`src/common/rename_defines.svh`:
```
`ifndef RENAME_DEFINES_SVH
`define RENAME_DEFINES_SVH

// Micro-ops renamed per cycle
`define RN_WIDTH 2

// Writeback ports from the execution units
`define RN_WB 2

`define RN_ARCH_REGS 32
`define RN_REG_BITS 5

`define RN_TAGS 64
`define RN_TAG_BITS 6

`define RN_SQN_BITS 6

// Width of pc and immediate
`define RN_XLEN 32

`endif

```
`src/common/uopPkg.sv`:
```
`include "rename_defines.svh"

package uopPkg;

    typedef enum logic [1:0] {
        FU_INT,
        FU_LSU,
        FU_BRANCH,
        FU_MUL
    } fuKind;

    // Micro-op as it leaves the decoder
    typedef struct packed {
        logic                    valid;
        logic [`RN_XLEN-1:0]     pc;
        logic [`RN_XLEN-1:0]     imm;
        logic [`RN_REG_BITS-1:0] rs0;
        logic [`RN_REG_BITS-1:0] rs1;
        logic [`RN_REG_BITS-1:0] rd;
        fuKind                   fu;
        logic [3:0]              opcode;
        // Only looked at for LSU ops
        logic                    isStore;
    } decodedUop;

    // Micro-op after renaming, validity is carried beside it
    typedef struct packed {
        logic [`RN_XLEN-1:0]     pc;
        logic [`RN_XLEN-1:0]     imm;
        fuKind                   fu;
        logic [3:0]              opcode;
        logic [`RN_REG_BITS-1:0] nmDst;

        // Source operands
        logic [`RN_TAG_BITS-1:0] tagA;
        logic [`RN_TAG_BITS-1:0] tagB;
        logic                    availA;
        logic                    availB;

        // Zero when nmDst is r0
        logic [`RN_TAG_BITS-1:0] tagDst;

        logic [`RN_SQN_BITS-1:0] sqN;
        // Loads issued before this op
        logic [`RN_SQN_BITS-1:0] loadSqN;
        // Youngest store at or before this op
        logic [`RN_SQN_BITS-1:0] storeSqN;
    } renamedUop;

endpackage

```
`src/common/backendPkg.sv`:
```
`include "rename_defines.svh"

package backendPkg;

    // Retired op from the reorder buffer
    typedef struct packed {
        logic                    valid;
        logic [`RN_REG_BITS-1:0] nmDst;
        logic [`RN_TAG_BITS-1:0] tagDst;
        logic [`RN_SQN_BITS-1:0] sqN;
    } commitUop;

    // Result broadcast from an execution unit
    typedef struct packed {
        logic                    valid;
        logic [`RN_TAG_BITS-1:0] tagDst;
    } wbResult;

    // Mispredicted branch, counters restart after it
    typedef struct packed {
        logic                    taken;
        logic [`RN_SQN_BITS-1:0] sqN;
        logic [`RN_SQN_BITS-1:0] loadSqN;
        logic [`RN_SQN_BITS-1:0] storeSqN;
    } branchRecovery;

endpackage

```
`src/rename/renameTable.sv`:
```
`timescale 1ns/100ps
`include "rename_defines.svh"

module renameTable (
    input  logic                    clk,
    input  logic                    rst,
    input  logic                    mispred,

    input  logic [`RN_REG_BITS-1:0] lookupRegs [2*`RN_WIDTH],
    output logic [`RN_TAG_BITS-1:0] lookupTags [2*`RN_WIDTH],
    output logic [2*`RN_WIDTH-1:0]  lookupAvail,

    input  logic [`RN_WIDTH-1:0]    issueValid,
    input  logic [`RN_REG_BITS-1:0] issueRegs [`RN_WIDTH],
    input  logic [`RN_TAG_BITS-1:0] issueTags [`RN_WIDTH],

    input  logic [`RN_WIDTH-1:0]    commitValid,
    input  logic [`RN_REG_BITS-1:0] commitRegs [`RN_WIDTH],
    input  logic [`RN_TAG_BITS-1:0] commitTags [`RN_WIDTH],
    output logic [`RN_TAG_BITS-1:0] commitPrevTags [`RN_WIDTH],

    input  backendPkg::wbResult     wb [`RN_WB]
);

    // Speculative map written at rename
    logic [`RN_TAG_BITS-1:0]  specTag [`RN_ARCH_REGS];
    logic [`RN_ARCH_REGS-1:0] specAvail;
    // Committed map written at retirement
    logic [`RN_TAG_BITS-1:0]  comTag [`RN_ARCH_REGS];

    logic [`RN_TAG_BITS-1:0]  specTagNext [`RN_ARCH_REGS];
    logic [`RN_ARCH_REGS-1:0] specAvailNext;
    logic [`RN_TAG_BITS-1:0]  comTagNext [`RN_ARCH_REGS];

    function automatic logic wbHit(input logic [`RN_TAG_BITS-1:0] tag);
        logic hit;
        hit = 1'b0;
        for (int w = 0; w < `RN_WB; w++) begin
            if (wb[w].valid && wb[w].tagDst == tag)
                hit = 1'b1;
        end
        return hit;
    endfunction

    always_comb begin
        for (int s = 0; s < 2*`RN_WIDTH; s++) begin
            lookupTags[s] = specTag[lookupRegs[s]];
            lookupAvail[s] = specAvail[lookupRegs[s]] || wbHit(specTag[lookupRegs[s]]);

            // An older slot of the same group renames this register first
            for (int k = 0; k < s / 2; k++) begin
                if (issueValid[k] && issueRegs[k] == lookupRegs[s]) begin
                    lookupTags[s] = issueTags[k];
                    lookupAvail[s] = 1'b0;
                end
            end

            if (lookupRegs[s] == '0) begin
                lookupTags[s] = '0;
                lookupAvail[s] = 1'b1;
            end
        end
    end

    // Previous tags come from the map before this cycle's commits
    always_comb begin
        for (int c = 0; c < `RN_WIDTH; c++)
            commitPrevTags[c] = comTag[commitRegs[c]];
    end

    always_comb begin
        comTagNext = comTag;
        for (int c = 0; c < `RN_WIDTH; c++) begin
            if (commitValid[c])
                comTagNext[commitRegs[c]] = commitTags[c];
        end

        // Committed results are all written back
        if (mispred) begin
            specTagNext = comTagNext;
            specAvailNext = '1;
        end else begin
            specTagNext = specTag;
            specAvailNext = specAvail;
            for (int i = 0; i < `RN_WIDTH; i++) begin
                if (issueValid[i]) begin
                    specTagNext[issueRegs[i]] = issueTags[i];
                    specAvailNext[issueRegs[i]] = 1'b0;
                end
            end
        end

        for (int r = 0; r < `RN_ARCH_REGS; r++) begin
            if (wbHit(specTagNext[r]))
                specAvailNext[r] = 1'b1;
        end
    end

    always_ff @(posedge clk) begin
        if (rst) begin
            // Identity mapping with every register ready
            for (int r = 0; r < `RN_ARCH_REGS; r++) begin
                specTag[r] <= `RN_TAG_BITS'(r);
                comTag[r] <= `RN_TAG_BITS'(r);
            end
            specAvail <= '1;
        end else begin
            specTag <= specTagNext;
            specAvail <= specAvailNext;
            comTag <= comTagNext;
        end
    end

endmodule

```
`src/rename/tagFreeList.sv`:
```
`timescale 1ns/100ps
`include "rename_defines.svh"

module tagFreeList (
    input  logic                    clk,
    input  logic                    rst,
    input  logic                    mispred,

    input  logic [`RN_WIDTH-1:0]    allocValid,
    output logic [`RN_TAG_BITS-1:0] allocTags [`RN_WIDTH],
    output logic                    enough,

    input  logic [`RN_WIDTH-1:0]    commitValid,
    input  logic [`RN_WIDTH-1:0]    commitNewest,
    input  logic [`RN_TAG_BITS-1:0] commitPrevTags [`RN_WIDTH],
    input  logic [`RN_TAG_BITS-1:0] commitTags [`RN_WIDTH]
);

    logic [`RN_TAGS-1:0] used;
    logic [`RN_TAGS-1:0] committed;
    logic [`RN_TAGS-1:0] usedNext;
    logic [`RN_TAGS-1:0] committedNext;

    // Lowest free tag per slot, skipping tags taken by older slots
    always_comb begin
        logic [`RN_TAGS-1:0] taken;
        logic found;
        taken = used;
        for (int s = 0; s < `RN_WIDTH; s++) begin
            allocTags[s] = '0;
            found = 1'b0;
            for (int t = 0; t < `RN_TAGS; t++) begin
                if (!found && !taken[t]) begin
                    allocTags[s] = `RN_TAG_BITS'(t);
                    found = 1'b1;
                end
            end
            if (allocValid[s])
                taken[allocTags[s]] = 1'b1;
        end
    end

    always_comb begin
        int freeCount;
        freeCount = 0;
        for (int t = 0; t < `RN_TAGS; t++) begin
            if (!used[t])
                freeCount++;
        end
        enough = freeCount >= `RN_WIDTH;
    end

    always_comb begin
        usedNext = used;
        committedNext = committed;
        for (int s = 0; s < `RN_WIDTH; s++) begin
            if (allocValid[s])
                usedNext[allocTags[s]] = 1'b1;
        end

        for (int c = 0; c < `RN_WIDTH; c++) begin
            if (commitValid[c]) begin
                if (commitNewest[c]) begin
                    usedNext[commitPrevTags[c]] = 1'b0;
                    committedNext[commitPrevTags[c]] = 1'b0;
                    committedNext[commitTags[c]] = 1'b1;
                end else begin
                    // Overwritten by a younger commit of the same group
                    usedNext[commitTags[c]] = 1'b0;
                    committedNext[commitTags[c]] = 1'b0;
                end
            end
        end

        // Drop every speculative allocation
        if (mispred)
            usedNext = committedNext;
    end

    always_ff @(posedge clk) begin
        if (rst) begin
            used <= {{(`RN_TAGS-`RN_ARCH_REGS){1'b0}}, {`RN_ARCH_REGS{1'b1}}};
            committed <= {{(`RN_TAGS-`RN_ARCH_REGS){1'b0}}, {`RN_ARCH_REGS{1'b1}}};
        end else begin
            used <= usedNext;
            committed <= committedNext;
        end
    end

endmodule

```
`src/rename/renameStage.sv`:
```
`timescale 1ns/100ps
`include "rename_defines.svh"

module renameStage (
    input  logic                      clk,
    input  logic                      rst,
    input  logic                      en,
    input  logic                      frontEn,

    input  uopPkg::decodedUop         inUop [`RN_WIDTH],
    input  backendPkg::commitUop      comUop [`RN_WIDTH],
    input  backendPkg::wbResult       wb [`RN_WB],
    input  backendPkg::branchRecovery branch,

    output logic [`RN_WIDTH-1:0]      outValid,
    output uopPkg::renamedUop         outUop [`RN_WIDTH],
    output logic [`RN_SQN_BITS-1:0]   nextSqN,
    output logic [`RN_SQN_BITS-1:0]   nextLoadSqN,
    output logic [`RN_SQN_BITS-1:0]   nextStoreSqN,
    output logic                      stall
);

    logic                    accept;
    logic                    enough;

    logic [`RN_REG_BITS-1:0] lookupRegs [2*`RN_WIDTH];
    logic [`RN_TAG_BITS-1:0] lookupTags [2*`RN_WIDTH];
    logic [2*`RN_WIDTH-1:0]  lookupAvail;
    logic [`RN_WIDTH-1:0]    issueValid;
    logic [`RN_REG_BITS-1:0] issueRegs [`RN_WIDTH];
    logic [`RN_TAG_BITS-1:0] newTags [`RN_WIDTH];

    logic [`RN_WIDTH-1:0]    commitValid;
    logic [`RN_WIDTH-1:0]    commitNewest;
    logic [`RN_REG_BITS-1:0] commitRegs [`RN_WIDTH];
    logic [`RN_TAG_BITS-1:0] commitTags [`RN_WIDTH];
    logic [`RN_TAG_BITS-1:0] commitPrevTags [`RN_WIDTH];

    logic [`RN_SQN_BITS-1:0] counterSqN;
    logic [`RN_SQN_BITS-1:0] counterLoadSqN;
    logic [`RN_SQN_BITS-1:0] counterStoreSqN;
    logic [`RN_SQN_BITS-1:0] sqNNext;
    logic [`RN_SQN_BITS-1:0] loadSqNNext;
    logic [`RN_SQN_BITS-1:0] storeSqNNext;

    uopPkg::renamedUop       renamed [`RN_WIDTH];

    assign stall = !enough;
    assign accept = en && frontEn && !stall && !branch.taken && !rst;

    assign nextSqN = counterSqN;
    assign nextLoadSqN = counterLoadSqN;
    assign nextStoreSqN = counterStoreSqN + 1'b1;

    always_comb begin
        logic signed [`RN_SQN_BITS-1:0] age;
        for (int c = 0; c < `RN_WIDTH; c++) begin
            // Commits past the mispredicted branch are squashed
            age = comUop[c].sqN - branch.sqN;
            commitValid[c] = comUop[c].valid && comUop[c].nmDst != '0
                && (!branch.taken || age <= 0);
            commitRegs[c] = comUop[c].nmDst;
            commitTags[c] = comUop[c].tagDst;
        end
        for (int c = 0; c < `RN_WIDTH; c++) begin
            commitNewest[c] = commitValid[c];
            for (int k = c + 1; k < `RN_WIDTH; k++) begin
                if (commitValid[k] && commitRegs[k] == commitRegs[c])
                    commitNewest[c] = 1'b0;
            end
        end
    end

    always_comb begin
        sqNNext = counterSqN;
        loadSqNNext = counterLoadSqN;
        storeSqNNext = counterStoreSqN;
        for (int i = 0; i < `RN_WIDTH; i++) begin
            lookupRegs[2*i] = inUop[i].rs0;
            lookupRegs[2*i+1] = inUop[i].rs1;
            issueRegs[i] = inUop[i].rd;
            issueValid[i] = accept && inUop[i].valid && inUop[i].rd != '0;

            renamed[i].pc = inUop[i].pc;
            renamed[i].imm = inUop[i].imm;
            renamed[i].fu = inUop[i].fu;
            renamed[i].opcode = inUop[i].opcode;
            renamed[i].nmDst = inUop[i].rd;
            renamed[i].tagA = lookupTags[2*i];
            renamed[i].tagB = lookupTags[2*i+1];
            renamed[i].availA = lookupAvail[2*i];
            renamed[i].availB = lookupAvail[2*i+1];
            renamed[i].tagDst = (inUop[i].rd != '0) ? newTags[i] : '0;

            // Load number is taken before the bump, store number after it
            renamed[i].sqN = sqNNext;
            renamed[i].loadSqN = loadSqNNext;
            if (inUop[i].valid && inUop[i].fu == uopPkg::FU_LSU) begin
                if (inUop[i].isStore)
                    storeSqNNext = storeSqNNext + 1'b1;
                else
                    loadSqNNext = loadSqNNext + 1'b1;
            end
            renamed[i].storeSqN = storeSqNNext;
            if (inUop[i].valid)
                sqNNext = sqNNext + 1'b1;
        end
    end

    renameTable rt (
        .clk(clk),
        .rst(rst),
        .mispred(branch.taken),
        .lookupRegs(lookupRegs),
        .lookupTags(lookupTags),
        .lookupAvail(lookupAvail),
        .issueValid(issueValid),
        .issueRegs(issueRegs),
        .issueTags(newTags),
        .commitValid(commitValid),
        .commitRegs(commitRegs),
        .commitTags(commitTags),
        .commitPrevTags(commitPrevTags),
        .wb(wb)
    );

    tagFreeList tfl (
        .clk(clk),
        .rst(rst),
        .mispred(branch.taken),
        .allocValid(issueValid),
        .allocTags(newTags),
        .enough(enough),
        .commitValid(commitValid),
        .commitNewest(commitNewest),
        .commitPrevTags(commitPrevTags),
        .commitTags(commitTags)
    );

    always_ff @(posedge clk) begin
        if (rst) begin
            outValid <= '0;
            counterSqN <= '0;
            counterLoadSqN <= '0;
            counterStoreSqN <= '1;
        end else if (branch.taken) begin
            outValid <= '0;
            counterSqN <= branch.sqN + 1'b1;
            counterLoadSqN <= branch.loadSqN;
            counterStoreSqN <= branch.storeSqN;
        end else if (accept) begin
            for (int i = 0; i < `RN_WIDTH; i++) begin
                outValid[i] <= inUop[i].valid;
                outUop[i] <= renamed[i];
            end
            counterSqN <= sqNNext;
            counterLoadSqN <= loadSqNNext;
            counterStoreSqN <= storeSqNNext;
        end else if (!en || frontEn) begin
            outValid <= '0;
        end else begin
            // Held group waits for the frontend, keep its operands current
            for (int j = 0; j < `RN_WIDTH; j++) begin
                for (int w = 0; w < `RN_WB; w++) begin
                    if (outValid[j] && wb[w].valid) begin
                        if (outUop[j].tagA == wb[w].tagDst)
                            outUop[j].availA <= 1'b1;
                        if (outUop[j].tagB == wb[w].tagDst)
                            outUop[j].availB <= 1'b1;
                    end
                end
            end
        end
    end

endmodule

```
`config.mk`:
```
export PLATFORM = sky130hd
export DESIGN_NAME = renameStage
export DESIGN_NICKNAME = d
export VERILOG_FILES = /design/src/common/uopPkg.sv /design/src/common/backendPkg.sv /design/src/rename/renameTable.sv /design/src/rename/tagFreeList.sv /design/src/rename/renameStage.sv
export VERILOG_INCLUDE_DIRS = /design/src /design/src/common
export SDC_FILE = /design/constraint.sdc
export NUM_CORES = 2
export LEC_CHECK = 0
export CORE_UTILIZATION = 25
export CTS_BUF_LIST = sky130_fd_sc_hd__clkbuf_8
export CTS_CLUSTER_DIAMETER = 40
export CTS_CLUSTER_SIZE = 24
export DETAILED_ROUTE_END_ITERATION = 7
export DONT_BUFFER_PORTS = 1
export HOLD_SLACK_MARGIN = 0.02
export PLACE_DENSITY = 0.36
export SLEW_MARGIN = 20
export SYNTH_ARGS = -nofsm -noshare
export SYNTH_HDL_FRONTEND = slang
export SYNTH_SLANG_ARGS = --single-unit
```
`constraint.sdc`:
```
create_clock -name clk -period 67.8 [get_ports clk]
set_input_delay 13.56 -clock clk [delete_from_list [all_inputs] [get_ports clk]]
set_output_delay 13.56 -clock clk [all_outputs]
set_load 0.01 [all_outputs]
```
* Yosys cells after proc, flatten, opt, wreduce, memory -nomap -nowiden
Cells that the tools add are included.
** Cells by class
- Equal/unequal tests :: 86
- Add/subtract/negate cells :: 72
- Reductions and logical operators :: 537
- Order comparisons :: 35
- Muxes and demuxes :: 503
- Bitwise operators :: 27
** Operator list (number)
- $mux 32 :: 66
- $add 32x2->32 const B :: 62
- $mux 192 :: 6
- $bwmux 192 :: 4
- $mux 6 :: 128
- $mux 64 :: 9
- $eq 6x6->1 :: 80
- $and 64x64->64 :: 6
- $or 64x64->64 :: 4
- $logic_not 1->1 :: 254
- $logic_and 1x1->1 :: 231
- $mux 1 :: 228
- $not 64->64 :: 3
- $bmux 6 s5 :: 6
- $demux 6 s5 :: 4
- $reduce_or 3->1 :: 32
- $mux 5 :: 16
- $and 32x32->32 :: 2
- $not 32->32 :: 2
- $ge 6x6->1 const B :: 8
- $not 5->6 :: 8
- $add 6x1->6 const B :: 7
- $lt 6x7->1 const B :: 6
- $demux 1 s6 :: 6
- 23 further kinds :: 82
** Word-level totals
- Bits of input ports :: 247
- Output and inout bits :: 247
- Logic and storage cells :: 1388
- Flip-flop bits (word level) :: 790

* Longest topological paths before layout
- Depth in word-level cells :: 396
- Gate-level depth with buffers :: 230
- Mapped depth without buffers :: 225

* By module
A second synthesis with hierarchy kept.
** Second synthesis, totals
- Cell total of the unflattened synthesis :: 8992
- Area total of the unflattened synthesis :: 74092.3 um^2
** Modules (own cells, without submodules)
- renameTable :: cells an instance 4608, area each 38991.1 um^2, instances 1
- tagFreeList :: cells an instance 3762, area each 25273.0 um^2, instances 1
- renameStage :: cells an instance 622, area each 9828.2 um^2, instances 1

* Least setup slack after synthesis
OpenSTA, ideal clock, no wires.
- Kind :: register to output
- Start :: reg tfl.used[0]
- End :: out stall
- Setup slack :: 17.055 ns
- Buffers on the path :: 1
- Cell stages (with the launch flop) :: 211
- Data arrival time :: 37.185 ns
- Cell sequence :: dfxtp_1 -> inv_1 -> ha_1 -> buf_2 -> xnor2_1 -> mux2_2 -> ha_1 -> nor2_1 -> a21oi_1 -> ha_1 -> nand2b_1 -> o31ai_1 -> a311o_1 -> ha_1 -> nor2_1 -> a31oi_1 -> ha_1 -> nor2b_1 -> (+175 left out) -> nand2_1 -> ha_1 -> nor2_1 -> a31oi_1 -> ha_1 -> nor2b_1 -> a21o_1 -> ha_1 -> nor2b_1 -> nor3b_1 -> o21ai_1 -> o22ai_1 -> nand2_1 -> xnor3_1 -> nand4_1 -> xnor2_1 -> o31ai_1 -> and2_1
** Between the ends
- Cells in the longest elaborated chain, start to end :: 129
** RTL lines
- start: declaration :: line tagFreeList.sv:19 : logic [`RN_TAGS-1:0] used;
- start signal: assignment :: line tagFreeList.sv:82 : used <= {{(`RN_TAGS-`RN_ARCH_REGS){1'b0}}, {`RN_ARCH_REGS{1'b1}}};
- start signal: assignment :: line tagFreeList.sv:85 : used <= usedNext;
- $mux 1 (*) :: line tagFreeList.sv:47 : if (!used[t])
- $add 1x1->2 :: line tagFreeList.sv:48 : freeCount++;
- $mux 32 (*) :: line tagFreeList.sv:47
- $add 32x2->32 :: line tagFreeList.sv:48
- $mux 32 (*) :: line tagFreeList.sv:47
- $add 32x2->32 :: line tagFreeList.sv:48
- $mux 32 (*) :: line tagFreeList.sv:47
- $add 32x2->32 :: line tagFreeList.sv:48
- (+113 left out)
- $add 32x2->32 :: line tagFreeList.sv:48
- $mux 32 (*) :: line tagFreeList.sv:47
- $add 32x2->32 :: line tagFreeList.sv:48
- $mux 32 (*) :: line tagFreeList.sv:47
- $add 32x2->32 :: line tagFreeList.sv:48
- $mux 32 (*) :: line tagFreeList.sv:47
- $ge 32x3->1 (no line) (*)
- $logic_not 1->1 (*) :: line renameStage.sv:48 : assign stall = !enough;
- end: declaration :: line renameStage.sv:20 : output logic stall
Mark *: on every way between the ends. The rest lies on a longest branch, timed or not.

* Final worst setup path
Same ends and word-level chain as after synthesis.

==> results.cfg <==
[finish]
fin_nets = 9788
area_growth_pct = 11.7
fillers = 34192
layout-drive-gt1-share = 0.141

[timing]
finalSetupTns_ps = 0
hold-worst-slack_ps = 483
fin_crit_sh = 0.857
finalCriticalPeriod_ps = 58100
hold_violations = 0
clock.fmax_mhz = 17.2
skew_ps = 125
rsz0062_at_grt = false
tightest_slew_ps = 1320
slew_headroom = 0.114
drv_slew = 0
setup_viol = 0

[placed_design]
globalplace.congestion = 1.01
io_buffers = 0
hpwl_mm = 348

[yosys]
synth_nets = 10117
synth.area.top_cells = dfxtp_1 14%, mux4_2 11%, xnor2_1 8.9%
synthesis.area_mm2 = 0.0804
synth_top_area_share = 0.140
yosys_warnings = 0
syn_area_per_cell_um2 = 8.22
netlist_instances = 9785
post-synth-top-area-cell = dfxtp_1
synthFlopType = dfxtp_1
ys_seq_elements = 790
synth_edf_count = 226
synthDistinctLibCells = 139
async_reset_ff_frac = 0
ys_seq_area_frac = 0.225

[setup_path]
crit_arrival_ps = 44540
cp.required_ps = 54240
startpoint_type = flop
critical-path-max-stage-delay_ps = 820
crit_top_cell = ha_1
critPathSlowestCell = a211oi_1
worstPathMaxFanout = 14
end_kind = primary output
critPathKind = flop to primary output

[clocking]
clk_pin_slew_ps = 80
cts_tree = built
hold_buffers = 0
clock_latency_ps = 1040
cts_made_buffers = 198
cts_resized = 0
cts_root_buf = clkbuf_8
postCtsSetupBuffers = 0
clockBufferDepth = 4
h-tree-depth = 4
clock-sinks = 790

[hold_path]
hold_path_class = flop to flop

[floorplanning]
ios = 494
rows = 207
dieHeight_um = 569
die-width_um = 569
core_area_mm2 = 0.319
die_area_mm2 = 0.324
initial_utilization = 0.252

[drt]
vias_per_cell = 5.97
dr_total_vias = 83070
dr.pass1.iters = 8
ant_nets = 0
drc_errors = 0
drt_iter0_drc = 9563
finalWirelength_mm = 487
wl_per_cell_um = 35.0

[grt]
grt_pass1_wl_mm = 663
antenna_found_initial = 45
grt_pass1_vias = 78464
gr-total-overflow = 0
grt_usage = 0.289
grt_max_degree = 453

[flow_run]
maxCapViolCount = 0

[status]
status = completed
-- flip-flops by register name, summed over array words and instances, names as in the netlist --
name / flops
counterStoreSqN: 6
nextLoadSqN: 6
nextSqN: 6
outUop: 226
outValid: 2
rt.comTag: 192
rt.specAvail: 32
rt.specTag: 192
tfl.committed: 64
tfl.used: 64
-- layout by cell type, fill, tap and decap left out, types with 95 or more instances in the layout --
cell type  count
buf_4        265
o21ai_0      589
nand3_1      245
clkbuf_8     224
nand2_1     1061
edfxtp_1     226
nand2b_1     121
xnor2_1      810
dfxtp_1      564
mux4_2       376
nor3_1       255
nor2_1       980
inv_1        153
and2_1       129
mux2_2        95
xor2_1       147
mux2i_1      460
nor2b_1      102
a21oi_1      599
-- kinds of logic (layout without fill, tap and decap cells) --
kind of cell | count (synthesis) | in the layout | share of synthesized area
AOI/OAI and AO/OA | 2428 | 2428 | 0.199
adders and majority gates | 95 | 95 | 0.0147
muxes | 933 | 933 | 0.176
buffers and inverters | 956 | 784 | 0.0466
DFF | 790 | 790 | 0.225
xor gates and xnor gates | 1051 | 1051 | 0.129
and+or+nand+nor | 3532 | 3532 | 0.210
other | 0 | 16 | 0
-- worst max-delay path, delay by kind of cell (launching register included) --
kind                     cells  cell delay (ps)
adder cells (fa/ha/maj)     52            16280
AO/OA/AOI/OAI               62            14060
AND/OR/NAND/NOR             62             8400
XOR/XNOR                     5             1710
multiplexers                 7             1580
buffers and inverters       12             1040
flip-flops                   1              450
-- worst paths after layout --
kind                 startpoint  slack [ps]            endpoint  cells past startpoint
max                 tfl.used[0]        9700               stall                    200
min          counterStoreSqN[5]         480  counterStoreSqN[5]                      2
max reg2reg         tfl.used[0]       18040    rt.specAvail[13]                    217
min reg2reg  counterStoreSqN[5]         480  counterStoreSqN[5]                      2
-- stage by stage --
step / setup WS (ps) / area, um^2 / cells / utilization
final: 9700 / 89800 / 13913 / 0.282
after global routing: 5700 / 89800 / 13901 / 0.282
after CTS: 9490 / 89600 / 13893 / 0.281
after detailed placement: 10690 / 84900 / 13536 / 0.266
after global placement: 11130 / 84900 / 13536 / 0.266
after floorplan: 17060 / 80400 / 9785 / -
-- metal layers --
metal,wire length (um),up-vias,track usage
met4,35800,4,0.182
li1,-,35509,-
met3,42200,1080,0.0618
met2,215000,4683,0.452
met5,24,-,0
met1,195000,41794,0.362
-- cell usage after synthesis (62+ instances only) --
library cell,number
xnor2_1,814
inv_1,137
o211ai_1,62
nand2b_1,121
mux2i_1,460
or2_2,81
nor4_1,95
dfxtp_1,564
a21oi_1,601
nor2b_1,103
ha_1,83
and3_1,63
a211oi_1,75
a22oi_1,81
nand3_1,247
o31ai_1,69
clkbuf_1,597
mux4_2,376
a221oi_1,63
a31oi_1,90
mux2_2,95
nand4_1,88
nor3_1,265
edfxtp_1,226
xor2_1,147
buf_1,129
o21ai_0,620
and2_1,128
nand2_1,1062
o2111ai_1,66
nor2_1,989
-- cell type report --
| type | count | area (um^2) | area share |
|---|---|---|---|
| timing repair buffer | 270 | 2090 | 0.0233 |
| tap | 4284 | 5360 | 0.0597 |
| inverter | 157 | 612 | 0.00681 |
| antenna | 16 | 40.0 | 0.000446 |
| clock buffer | 224 | 3080 | 0.0343 |
| clock inverter | 133 | 1670 | 0.0186 |
| multi-input combinational | 8039 | 58900 | 0.655 |
| sequential | 790 | 18100 | 0.201 |
Power is left out: the tool's default activity adds up to more than one toggle a clock period on the data nets, which glitch-free logic cannot reach.
